File: src/verilog/rv_decode_config.svh
/*
 * build-time constants for the decode stage:
 * data and address width, register index width, reset vector
 */

`ifndef RV_DECODE_CONFIG_SVH
`define RV_DECODE_CONFIG_SVH

`default_nettype none

// data and address width of the core
`define RV_XLEN 32

// five bits address the 32 integer registers
`define RV_REGADDR_W 5

// decode PC value after reset
`define RV_RESET_VECTOR 32'h0000_0040

`default_nettype wire

`endif
File: src/verilog/rv_decode_pkg.sv
/*
 * shared types of the decode stage:
 * enumerations for ALU operation, operand sources, memory operation,
 * branch condition and exception code, and the packed control bundle
 */

`include "rv_decode_config.svh"

`default_nettype none

package rv_decode_pkg;

	// ------------------------------
	// ALU controls
	// ------------------------------

	typedef enum logic [3:0] {
		aluop_add      = 4'h0,
		aluop_sub      = 4'h1,
		aluop_slt      = 4'h2,
		aluop_sltu     = 4'h3,
		aluop_xor      = 4'h4,
		aluop_or       = 4'h5,
		aluop_and      = 4'h6,
		aluop_sll      = 4'h7,
		aluop_srl      = 4'h8,
		aluop_sra      = 4'h9,
		// result is operand B unchanged, used by LUI and stores
		aluop_pass_rs2 = 4'ha
	} alu_op_e;

	typedef enum logic {
		alusrca_rs1 = 1'b0,
		alusrca_pc  = 1'b1
	} alusrc_a_e;

	typedef enum logic {
		alusrcb_rs2 = 1'b0,
		alusrcb_imm = 1'b1
	} alusrc_b_e;

	// ------------------------------
	// memory, branch and exception
	// ------------------------------

	typedef enum logic [3:0] {
		memop_none = 4'h0,
		memop_lb   = 4'h1,
		memop_lh   = 4'h2,
		memop_lw   = 4'h3,
		memop_lbu  = 4'h4,
		memop_lhu  = 4'h5,
		memop_sb   = 4'h6,
		memop_sh   = 4'h7,
		memop_sw   = 4'h8
	} mem_op_e;

	// zero and nzero test the ALU result of the compare
	typedef enum logic [1:0] {
		bcond_never  = 2'h0,
		bcond_always = 2'h1,
		bcond_zero   = 2'h2,
		bcond_nzero  = 2'h3
	} bcond_e;

	typedef enum logic [1:0] {
		except_none          = 2'h0,
		except_instr_illegal = 2'h1,
		except_instr_fault   = 2'h2
	} except_e;

	// everything execute needs to run one instruction
	typedef struct packed {
		logic [`RV_REGADDR_W-1:0] rs1;
		logic [`RV_REGADDR_W-1:0] rs2;
		logic [`RV_REGADDR_W-1:0] rd;
		logic [`RV_XLEN-1:0]      imm;
		logic [`RV_XLEN-1:0]      addr_offs;
		alusrc_a_e                alusrc_a;
		alusrc_b_e                alusrc_b;
		alu_op_e                  aluop;
		logic [2:0]               funct3;
		mem_op_e                  memop;
		bcond_e                   branchcond;
		// address is rs1 plus offset, otherwise pc plus offset
		logic                     addr_is_regoffs;
		except_e                  except;
	} d_ctrl_t;

endpackage

`default_nettype wire

File: src/verilog/rv_decode_stage.sv
/*
 * decode stage top level:
 * instruction decoder feeding the flow control and PC block
 */

`include "rv_decode_config.svh"

`default_nettype none

module rv_decode_stage
	import rv_decode_pkg::*;
(
	input  logic                clk,
	input  logic                rst_n,

	input  logic [`RV_XLEN-1:0] cir_i,
	input  logic                cir_vld_i,
	input  logic                cir_err_i,
	input  logic                x_stall_i,
	input  logic                jump_now_i,
	input  logic [`RV_XLEN-1:0] jump_target_i,

	output logic                cir_use_o,
	output logic [`RV_XLEN-1:0] pc_o,
	output d_ctrl_t             ctrl_o
);

	// decoder output before any gating
	d_ctrl_t raw_ctrl;
	logic    illegal;

	rv_instr_decode i_rv_instr_decode (
		.cir_i      (cir_i),
		.raw_ctrl_o (raw_ctrl),
		.illegal_o  (illegal)
	);

	rv_decode_flow i_rv_decode_flow (
		.clk           (clk),
		.rst_n         (rst_n),
		.raw_ctrl_i    (raw_ctrl),
		.illegal_i     (illegal),
		.cir_vld_i     (cir_vld_i),
		.cir_err_i     (cir_err_i),
		.x_stall_i     (x_stall_i),
		.jump_now_i    (jump_now_i),
		.jump_target_i (jump_target_i),
		.cir_use_o     (cir_use_o),
		.pc_o          (pc_o),
		.ctrl_o        (ctrl_o)
	);

endmodule

`default_nettype wire

File: src/verilog/rv_decode_flow.sv
/*
 * decode stage flow control:
 * consume handshake with the fetch buffer, gating of the control
 * bundle on starvation, fetch fault or illegal instruction,
 * and the decode PC register
 */

`include "rv_decode_config.svh"

`default_nettype none

module rv_decode_flow
	import rv_decode_pkg::*;
(
	input  logic                clk,
	input  logic                rst_n,

	input  d_ctrl_t             raw_ctrl_i,
	input  logic                illegal_i,

	input  logic                cir_vld_i,
	input  logic                cir_err_i,
	input  logic                x_stall_i,
	input  logic                jump_now_i,
	input  logic [`RV_XLEN-1:0] jump_target_i,

	output logic                cir_use_o,
	output logic [`RV_XLEN-1:0] pc_o,
	output d_ctrl_t             ctrl_o
);

	localparam logic [`RV_XLEN-1:0] pc_step = `RV_XLEN'(4);

	logic                starved;
	logic                bus_fault;
	logic [`RV_XLEN-1:0] pc_q;

	// ------------------------------
	// handshake
	// ------------------------------

	assign starved = !cir_vld_i;

	// a fault only counts for a word that is actually present
	assign bus_fault = cir_vld_i && cir_err_i;

	assign cir_use_o = cir_vld_i && !x_stall_i;

	// ------------------------------
	// control gating
	// ------------------------------

	always_comb begin
		ctrl_o = raw_ctrl_i;
		if (illegal_i || starved || bus_fault) begin
			// nothing may reach the register file, memory or branch unit
			ctrl_o.rs1             = '0;
			ctrl_o.rs2             = '0;
			ctrl_o.rd              = '0;
			ctrl_o.memop           = memop_none;
			ctrl_o.branchcond      = bcond_never;
			ctrl_o.except          = except_none;
			ctrl_o.addr_is_regoffs = 1'b1;

			// a failed fetch makes the word meaningless, so it wins over illegal
			if (bus_fault) begin
				ctrl_o.except = except_instr_fault;
			end else if (illegal_i && !starved) begin
				ctrl_o.except = except_instr_illegal;
			end
		end
	end

	// ------------------------------
	// PC register
	// ------------------------------

	always_ff @(posedge clk or negedge rst_n) begin
		if (!rst_n) begin
			pc_q <= `RV_RESET_VECTOR;
		end else if (jump_now_i) begin
			// redirect applies even while execute stalls
			pc_q <= jump_target_i;
		end else if (cir_use_o) begin
			pc_q <= pc_q + pc_step;
		end
	end

	assign pc_o = pc_q;

	// every instruction is 32 bits, so the PC never leaves word alignment
	pc_word_aligned: assert property (
		@(posedge clk) disable iff (!rst_n)
		pc_o[1:0] == 2'b00
	);

	// execute back-pressure keeps the decode PC unless the frontend redirects
	pc_held_while_stalled: assert property (
		@(posedge clk) disable iff (!rst_n)
		x_stall_i && !jump_now_i |=> $stable(pc_o)
	);

endmodule

`default_nettype wire

File: src/verilog/rv_instr_decode.sv
/*
 * combinational RV32I instruction decoder:
 * I, S, B, U and J immediates, per-opcode execute controls,
 * address offset selection and the illegal instruction flag
 */

`include "rv_decode_config.svh"

`default_nettype none

module rv_instr_decode
	import rv_decode_pkg::*;
(
	input  logic [`RV_XLEN-1:0] cir_i,
	output d_ctrl_t             raw_ctrl_o,
	output logic                illegal_o
);

	localparam logic [6:0] op_lui    = 7'b0110111;
	localparam logic [6:0] op_auipc  = 7'b0010111;
	localparam logic [6:0] op_jal    = 7'b1101111;
	localparam logic [6:0] op_jalr   = 7'b1100111;
	localparam logic [6:0] op_branch = 7'b1100011;
	localparam logic [6:0] op_load   = 7'b0000011;
	localparam logic [6:0] op_store  = 7'b0100011;
	localparam logic [6:0] op_imm    = 7'b0010011;
	localparam logic [6:0] op_reg    = 7'b0110011;
	localparam logic [6:0] op_fence  = 7'b0001111;

	localparam logic [`RV_REGADDR_W-1:0] x0 = '0;

	// link address is pc plus one instruction
	localparam logic [`RV_XLEN-1:0] link_offs = `RV_XLEN'(4);

	logic [6:0]          opcode;
	logic [2:0]          funct3;
	logic [6:0]          funct7;
	logic [`RV_XLEN-1:0] imm_i;
	logic [`RV_XLEN-1:0] imm_s;
	logic [`RV_XLEN-1:0] imm_b;
	logic [`RV_XLEN-1:0] imm_u;
	logic [`RV_XLEN-1:0] imm_j;

	assign opcode = cir_i[6:0];
	assign funct3 = cir_i[14:12];
	assign funct7 = cir_i[31:25];

	// ------------------------------
	// immediate formats
	// ------------------------------

	assign imm_i = {{21{cir_i[31]}}, cir_i[30:20]};
	assign imm_s = {{21{cir_i[31]}}, cir_i[30:25], cir_i[11:7]};
	assign imm_b = {{20{cir_i[31]}}, cir_i[7], cir_i[30:25], cir_i[11:8], 1'b0};
	assign imm_u = {cir_i[31:12], 12'h000};
	assign imm_j = {{12{cir_i[31]}}, cir_i[19:12], cir_i[20], cir_i[30:21], 1'b0};

	// ------------------------------
	// execute controls
	// ------------------------------

	always_comb begin
		raw_ctrl_o.rs1             = cir_i[19:15];
		raw_ctrl_o.rs2             = cir_i[24:20];
		raw_ctrl_o.rd              = cir_i[11:7];
		raw_ctrl_o.imm             = imm_i;
		raw_ctrl_o.alusrc_a        = alusrca_rs1;
		raw_ctrl_o.alusrc_b        = alusrcb_rs2;
		raw_ctrl_o.aluop           = aluop_add;
		raw_ctrl_o.funct3          = funct3;
		raw_ctrl_o.memop           = memop_none;
		raw_ctrl_o.branchcond      = bcond_never;
		raw_ctrl_o.addr_is_regoffs = 1'b0;
		raw_ctrl_o.except          = except_none;
		illegal_o                  = 1'b0;

		case (opcode)
			op_lui: begin
				raw_ctrl_o.aluop    = aluop_pass_rs2;
				raw_ctrl_o.imm      = imm_u;
				raw_ctrl_o.alusrc_b = alusrcb_imm;
				raw_ctrl_o.rs1      = x0;
				raw_ctrl_o.rs2      = x0;
			end
			op_auipc: begin
				raw_ctrl_o.imm      = imm_u;
				raw_ctrl_o.alusrc_a = alusrca_pc;
				raw_ctrl_o.alusrc_b = alusrcb_imm;
				raw_ctrl_o.rs1      = x0;
				raw_ctrl_o.rs2      = x0;
			end
			op_jal: begin
				raw_ctrl_o.branchcond = bcond_always;
				raw_ctrl_o.alusrc_a   = alusrca_pc;
				raw_ctrl_o.alusrc_b   = alusrcb_imm;
				raw_ctrl_o.imm        = link_offs;
				raw_ctrl_o.rs1        = x0;
				raw_ctrl_o.rs2        = x0;
			end
			op_jalr: begin
				raw_ctrl_o.branchcond      = bcond_always;
				raw_ctrl_o.addr_is_regoffs = 1'b1;
				raw_ctrl_o.alusrc_a        = alusrca_pc;
				raw_ctrl_o.alusrc_b        = alusrcb_imm;
				raw_ctrl_o.imm             = link_offs;
				raw_ctrl_o.rs2             = x0;
				illegal_o                  = funct3 != 3'b000;
			end
			op_branch: begin
				// compare result feeds the zero test in execute
				raw_ctrl_o.rd = x0;
				case (funct3)
					3'b000: begin
						raw_ctrl_o.aluop      = aluop_sub;
						raw_ctrl_o.branchcond = bcond_zero;
					end
					3'b001: begin
						raw_ctrl_o.aluop      = aluop_sub;
						raw_ctrl_o.branchcond = bcond_nzero;
					end
					3'b100: begin
						raw_ctrl_o.aluop      = aluop_slt;
						raw_ctrl_o.branchcond = bcond_nzero;
					end
					3'b101: begin
						raw_ctrl_o.aluop      = aluop_slt;
						raw_ctrl_o.branchcond = bcond_zero;
					end
					3'b110: begin
						raw_ctrl_o.aluop      = aluop_sltu;
						raw_ctrl_o.branchcond = bcond_nzero;
					end
					3'b111: begin
						raw_ctrl_o.aluop      = aluop_sltu;
						raw_ctrl_o.branchcond = bcond_zero;
					end
					default: illegal_o = 1'b1;
				endcase
			end
			op_load: begin
				raw_ctrl_o.addr_is_regoffs = 1'b1;
				raw_ctrl_o.rs2             = x0;
				case (funct3)
					3'b000:  raw_ctrl_o.memop = memop_lb;
					3'b001:  raw_ctrl_o.memop = memop_lh;
					3'b010:  raw_ctrl_o.memop = memop_lw;
					3'b100:  raw_ctrl_o.memop = memop_lbu;
					3'b101:  raw_ctrl_o.memop = memop_lhu;
					default: illegal_o = 1'b1;
				endcase
			end
			op_store: begin
				// store data goes through the ALU on the rs2 path
				raw_ctrl_o.addr_is_regoffs = 1'b1;
				raw_ctrl_o.aluop           = aluop_pass_rs2;
				raw_ctrl_o.rd              = x0;
				case (funct3)
					3'b000:  raw_ctrl_o.memop = memop_sb;
					3'b001:  raw_ctrl_o.memop = memop_sh;
					3'b010:  raw_ctrl_o.memop = memop_sw;
					default: illegal_o = 1'b1;
				endcase
			end
			op_imm: begin
				raw_ctrl_o.alusrc_b = alusrcb_imm;
				raw_ctrl_o.rs2      = x0;
				case (funct3)
					3'b000: raw_ctrl_o.aluop = aluop_add;
					3'b010: raw_ctrl_o.aluop = aluop_slt;
					3'b011: raw_ctrl_o.aluop = aluop_sltu;
					3'b100: raw_ctrl_o.aluop = aluop_xor;
					3'b110: raw_ctrl_o.aluop = aluop_or;
					3'b111: raw_ctrl_o.aluop = aluop_and;
					3'b001: begin
						raw_ctrl_o.aluop = aluop_sll;
						illegal_o        = funct7 != 7'b0000000;
					end
					default: begin
						// shift right, funct7 picks logical or arithmetic
						raw_ctrl_o.aluop = funct7[5] ? aluop_sra : aluop_srl;
						illegal_o        = {funct7[6], funct7[4:0]} != 6'b000000;
					end
				endcase
			end
			op_reg: begin
				// M extension (funct7 0000001) falls through to illegal
				case ({funct7, funct3})
					10'b0000000_000: raw_ctrl_o.aluop = aluop_add;
					10'b0100000_000: raw_ctrl_o.aluop = aluop_sub;
					10'b0000000_001: raw_ctrl_o.aluop = aluop_sll;
					10'b0000000_010: raw_ctrl_o.aluop = aluop_slt;
					10'b0000000_011: raw_ctrl_o.aluop = aluop_sltu;
					10'b0000000_100: raw_ctrl_o.aluop = aluop_xor;
					10'b0000000_101: raw_ctrl_o.aluop = aluop_srl;
					10'b0100000_101: raw_ctrl_o.aluop = aluop_sra;
					10'b0000000_110: raw_ctrl_o.aluop = aluop_or;
					10'b0000000_111: raw_ctrl_o.aluop = aluop_and;
					default:         illegal_o = 1'b1;
				endcase
			end
			op_fence: begin
				// executes as a no-op, rs1 and rd are zero in the encoding
				raw_ctrl_o.rs2 = x0;
				illegal_o      = funct3 != 3'b000;
			end
			default: illegal_o = 1'b1;
		endcase

		// only full-width encodings exist here
		if (cir_i[1:0] != 2'b11) begin
			illegal_o = 1'b1;
		end
	end

	// ------------------------------
	// address offset
	// ------------------------------

	always_comb begin
		case (opcode)
			op_jal:    raw_ctrl_o.addr_offs = imm_j;
			op_branch: raw_ctrl_o.addr_offs = imm_b;
			op_store:  raw_ctrl_o.addr_offs = imm_s;
			op_jalr:   raw_ctrl_o.addr_offs = imm_i;
			op_load:   raw_ctrl_o.addr_offs = imm_i;
			default:   raw_ctrl_o.addr_offs = '0;
		endcase
	end

endmodule

`default_nettype wire

File: config.mk
export PLATFORM = sky130hd
export DESIGN_NAME = rv_decode_stage
export DESIGN_NICKNAME = d
export VERILOG_FILES = /design/src/verilog/rv_decode_pkg.sv /design/src/verilog/rv_decode_stage.sv /design/src/verilog/rv_decode_flow.sv /design/src/verilog/rv_instr_decode.sv
export VERILOG_INCLUDE_DIRS = /design/src /design/src/verilog
export SDC_FILE = /design/constraint.sdc
export NUM_CORES = 1
export LEC_CHECK = 0
export BUFFER_PORTS_ARGS = -buffer_cell sky130_fd_sc_hd__buf_2
export CAP_MARGIN = 40
export CORE_MARGIN = 2
export CORE_UTILIZATION = 47
export CTS_BUF_LIST = sky130_fd_sc_hd__clkbuf_4 sky130_fd_sc_hd__clkbuf_8 sky130_fd_sc_hd__clkbuf_16
export CTS_CLUSTER_DIAMETER = 30
export DETAILED_ROUTE_END_ITERATION = 12
export PLACE_DENSITY = 0.88
export RECOVER_POWER = 50
export SYNTH_ARGS = -nofsm -noshare
export SYNTH_HDL_FRONTEND = slang
export SYNTH_SLANG_ARGS = --single-unit
File: constraint.sdc
create_clock -name clk -period 3.3 [get_ports clk]
set_clock_uncertainty 0.1 [all_clocks]
set_input_delay 0.33 -clock clk [delete_from_list [all_inputs] [get_ports clk]]
set_output_delay 0.33 -clock clk [all_outputs]
set_load 0.05 [all_outputs]
# Yosys cells after proc, flatten, opt, wreduce, memory -nomap -nowiden

Cells that the tools add are included.

Flip-flop bits (word level): 32
Input bits: 70
Word-level logic and storage cells: 94

$add $sub $neg: 1
Equality and inequality tests: 27
Multiplexer cells: 31
Reduce and logical (&&, ||, !) cells: 34

Operators by type and width:

| operator                                                          | number |
|---|---|
| 32-bit one-hot mux with 4 select lines                            | 1 |
| 32-bit two-way mux                                                | 2 |
| 32-bit one-hot mux with 2 select lines                            | 1 |
| 10-bit by 3-bit == test with 1-bit output (second input constant) | 4 |
| 4-bit one-hot mux with 9 select lines                             | 1 |
| 32-bit by 3-bit adder with 32-bit output (second input constant)  | 1 |
| 4-bit one-hot mux with 7 select lines                             | 1 |
| 7-bit by 6-bit == test with 1-bit output (second input constant)  | 3 |
| 7-bit == test (second input constant)                             | 3 |
| 10-bit by 2-bit == test with 1-bit output (second input constant) | 2 |
| 10-bit by 9-bit == test with 1-bit output (second input constant) | 2 |
| 2-bit OR reduction                                                | 9 |
| 3-bit OR reduction                                                | 6 |
| 4-bit one-hot mux with 4 select lines                             | 1 |
| 15-bit two-way mux                                                | 1 |
| 5-bit two-way mux                                                 | 3 |
| 3-bit one-hot mux with 5 select lines                             | 1 |
| 7-bit by 5-bit == test with 1-bit output (second input constant)  | 2 |
| 3-bit == test (second input constant)                             | 4 |
| 4-bit one-hot mux with 3 select lines                             | 1 |
| 6-bit OR reduction                                                | 2 |
| 10-bit by 1-bit == test with 1-bit output (second input constant) | 1 |
| 10-bit logical NOT                                                | 1 |
| 1-bit two-way mux                                                 | 10 |
| 23 further kinds                                                  | 30 |

# Logic depth before layout (Yosys ltp)

Depth after elaboration: 9
Gate-level depth with buffers: 9
Depth with buffers taken out: 6

# By module

From an unflattened synthesis, not the netlist that was laid out.

Cell total of the unflattened synthesis: 539
Area total of the unflattened synthesis: 3,995.1 um^2

By module, submodules not included:

| module          | instances | cells each | area an instance (um^2) | seq. area each (um^2) |
|---|---|---|---|---|
| rv_decode_flow  | 1         | 320        | 2,596.2                 | 802.0 |
| rv_instr_decode | 1         | 219        | 1,398.8                 | 0.0 |

# Worst setup path before layout

No wires, ideal clock.

Path type: in2out
Start: input port cir_i[5]
End: output port ctrl_o[6] (netlist bit)
Data arrival time: 3,222 ps
Data required time: 2,870 ps
Slack: -352 ps
Cell stages on the path: 5
Buffers on the path: 2
Cell sequence: buf_4 -> or4_1 -> buf_2 -> or3_1 -> a2111oi_1

RTL lines:

| item            | line                  | RTL |
|---|---|---|
| start, declared | rv_decode_stage.sv:16 | `` input logic [`RV_XLEN-1:0] cir_i, `` |
| end, declared   | rv_decode_stage.sv:25 | `output d_ctrl_t ctrl_o` |

==> reports/results.ini <==
[clock_tree]
cts_num_sinks=32
post_cts_buffers=0
clk_latency_ns=0.28
hold_buffers=0
cts_tree=yes
cts_buffers=5
cts.htree.levels=2
cts_resized=0
root_buffer=clkbuf_8
clk_pin_slew_ns=0.07
cts_buffer_depth=2

[setup_path]
reg2reg_slack_ns=0.70
critPathRequiredTime_ns=2.87
critPathCaptureType=primary output
startpoint_type=primary input
arrival_ns=2.50
critical_path_class=in2out
cp_max_fo=18

[pwr]
switching_power_mw=0.610
leakage_nw=2.11
power.density_mw_per_mm2=350
p_clk_share_pct=26.8
share_seq_of_total_power_pct=33.6
irDropWorstVdd_uv=302
comb_power_share_pct=39.5
fin_total_pwr_mw=1.41
p_sw_share_pct=43.3
internal-power_mw=0.798

[placement]
place_congestion=0.892
post-place-ws_ns=0.432
dp_cells=646
io_buffer_count=199
place_area_sq_mm=0.00398
hpwl_mm=7.71

[global_route]
antenna_found_initial=0
grt_usage_pct=26.0
grt_max_degree=53
grt_overflow=0
grt_pass1_wl_mm=15.6
grt_pass1_vias=3225

[timing]
final-max-slew-violation-count=33
rsz0062_at_grt=false
layout_setup_ws_ns=0.368
setup_tns_ns=0
min_period_over_period_pct=88.9
setup_viol=0
slew_headroom_pct=-16.2
fmax_mhz=341
hold_viol_final=0
fin_crit_ns=2.93
worst_slew_pin_slew_ns=1.74
fin_hold_ws_ns=0.151

[floorplanning]
die_h_microns=85.0
fp.coreArea_sq_mm=0.00635
start_util_pct=48.6
num_rows=29
die_w_microns=85.0
die_area_sq_mm=0.00723
num_io_pins=200

[logic_synthesis]
synth.distinct_cells=58
synth_common_cells=nand2_1, dfrtp_1, a21o_1
synthTopCellsByArea=dfrtp_1, nand2_1, a21o_1
synth_most_common_cell=nand2_1
ys_warn_count=0
syn_area_sq_mm=0.00308
synth-seq-area-share_pct=26.0
synth_area_per_cell_sq_um=7.58
synth_edf_count=0
ys.flop_type=dfrtp_1
synth_top_area_cell=dfrtp_1
synth_async_sr_flop_share_pct=100
syn_nets=478
yosysTopAreaCellShare_pct=25.2
syn_inst=407
ys_ff_latch=32

[drt]
via_count=3630
ant_nets=0
dr.pass1.iters=5
drt_first_iter_violations=173
viasPerCell=5.55
wire_per_inst_microns=15.1
routed_wl_mm=9.91
drc=0

[cells_and_area]
drive_gt1_share_pct=31.9
area_growth_pct=30.3
largest_reg_flops=32
multi_input_area_sq_mm=0.00200
ff_latch_area_sq_um=802
utilization_pct=63.3
nNetsFinal=647
diodes=0
finalInstanceArea_sq_mm=0.00402
stdcell_count=654
filler_cell_count=581

[run]
cap_violations=1

[min_path]
hold_class=in2reg

[status]
violations=max-capacitance violations, max-slew violations
status=finished with violations

## logic make-up after synthesis
logic type                 Yosys count  share of synthesized area [%]
and+or+nand+nor                    188                           32.6
DFF                                 32                           26.0
muxes                                4                           1.38
buffers and inverters               49                           8.80
xor gates and xnor gates            30                           8.52
adders and majority gates            1                          0.406
AOI/OAI and AO/OA                  103                           22.3
## worst max-delay path: stages
cell and delay [ns]:
buf_2 0.25, or3b_1 0.52, a31oi_4 0.26, o311ai_4 0.14, nor3_4 0.48, and3_1 0.24
buf_2 0.26
## area by class of cell
class / instances / area share, %
flip-flops and latches: 32 / 20.0
repair buffers: 204 / 24.4
clock inverters: 2 / 0.872
well taps: 77 / 2.40
inverters: 7 / 0.654
multi-input cells: 326 / 49.8
clock buffers: 6 / 1.90
## worst paths after layout
kind                                                         endpoint                            startpoint  cells past startpoint
worst max-delay path                                       ctrl_o[90]                              cir_i[5]                      7
worst min-delay path            i_rv_decode_flow.pc_o[20]$_DFFE_PN0N_                     jump_target_i[20]                      3
worst max register to register  i_rv_decode_flow.pc_o[24]$_DFFE_PN0N_  i_rv_decode_flow.pc_o[2]$_DFFE_PN0N_                      6
worst min register to register   i_rv_decode_flow.pc_o[1]$_DFFE_PN0P_  i_rv_decode_flow.pc_o[1]$_DFFE_PN0P_                      1
max in group asynchronous        i_rv_decode_flow.pc_o[3]$_DFFE_PN0N_                                 rst_n                      1
min in group asynchronous       i_rv_decode_flow.pc_o[23]$_DFFE_PN0N_                                 rst_n                      1
## metal layers
metal,share of wire [%],vias to the layer above,global-route usage [%]
li1,-,1746,-
met1,41,1704,34.9
met2,49,166,43.2
met3,8.9,14,5.25
met4,1.3,0,5.92
met5,0,-,0
## power groups by stage
stage               clock (mW)  sequential (mW)  combinational (mW)
CTS                      0.383            0.472               0.570
global placement             0            0.476               0.559
finish                   0.378            0.474               0.556
floorplan                    0            0.602               0.286
global route             0.403            0.478               0.590
detailed placement           0            0.479               0.567
## layout by cell type (no fill, tap or decap), types with 8 or more instances in the layout
cell type / count
nand2_1: 61
xor2_1: 21
buf_2: 158
a21oi_1: 12
nand3_1: 17
dfrtp_1: 31
a21o_1: 29
and3_1: 16
nor2_1: 23
nor2b_1: 8
clkbuf_1: 41
o21ai_0: 29
and2_1: 21
xnor2_1: 9
o21ai_1: 11
nor3_1: 9
No activity file was read; power rests on OpenSTA's default activity.
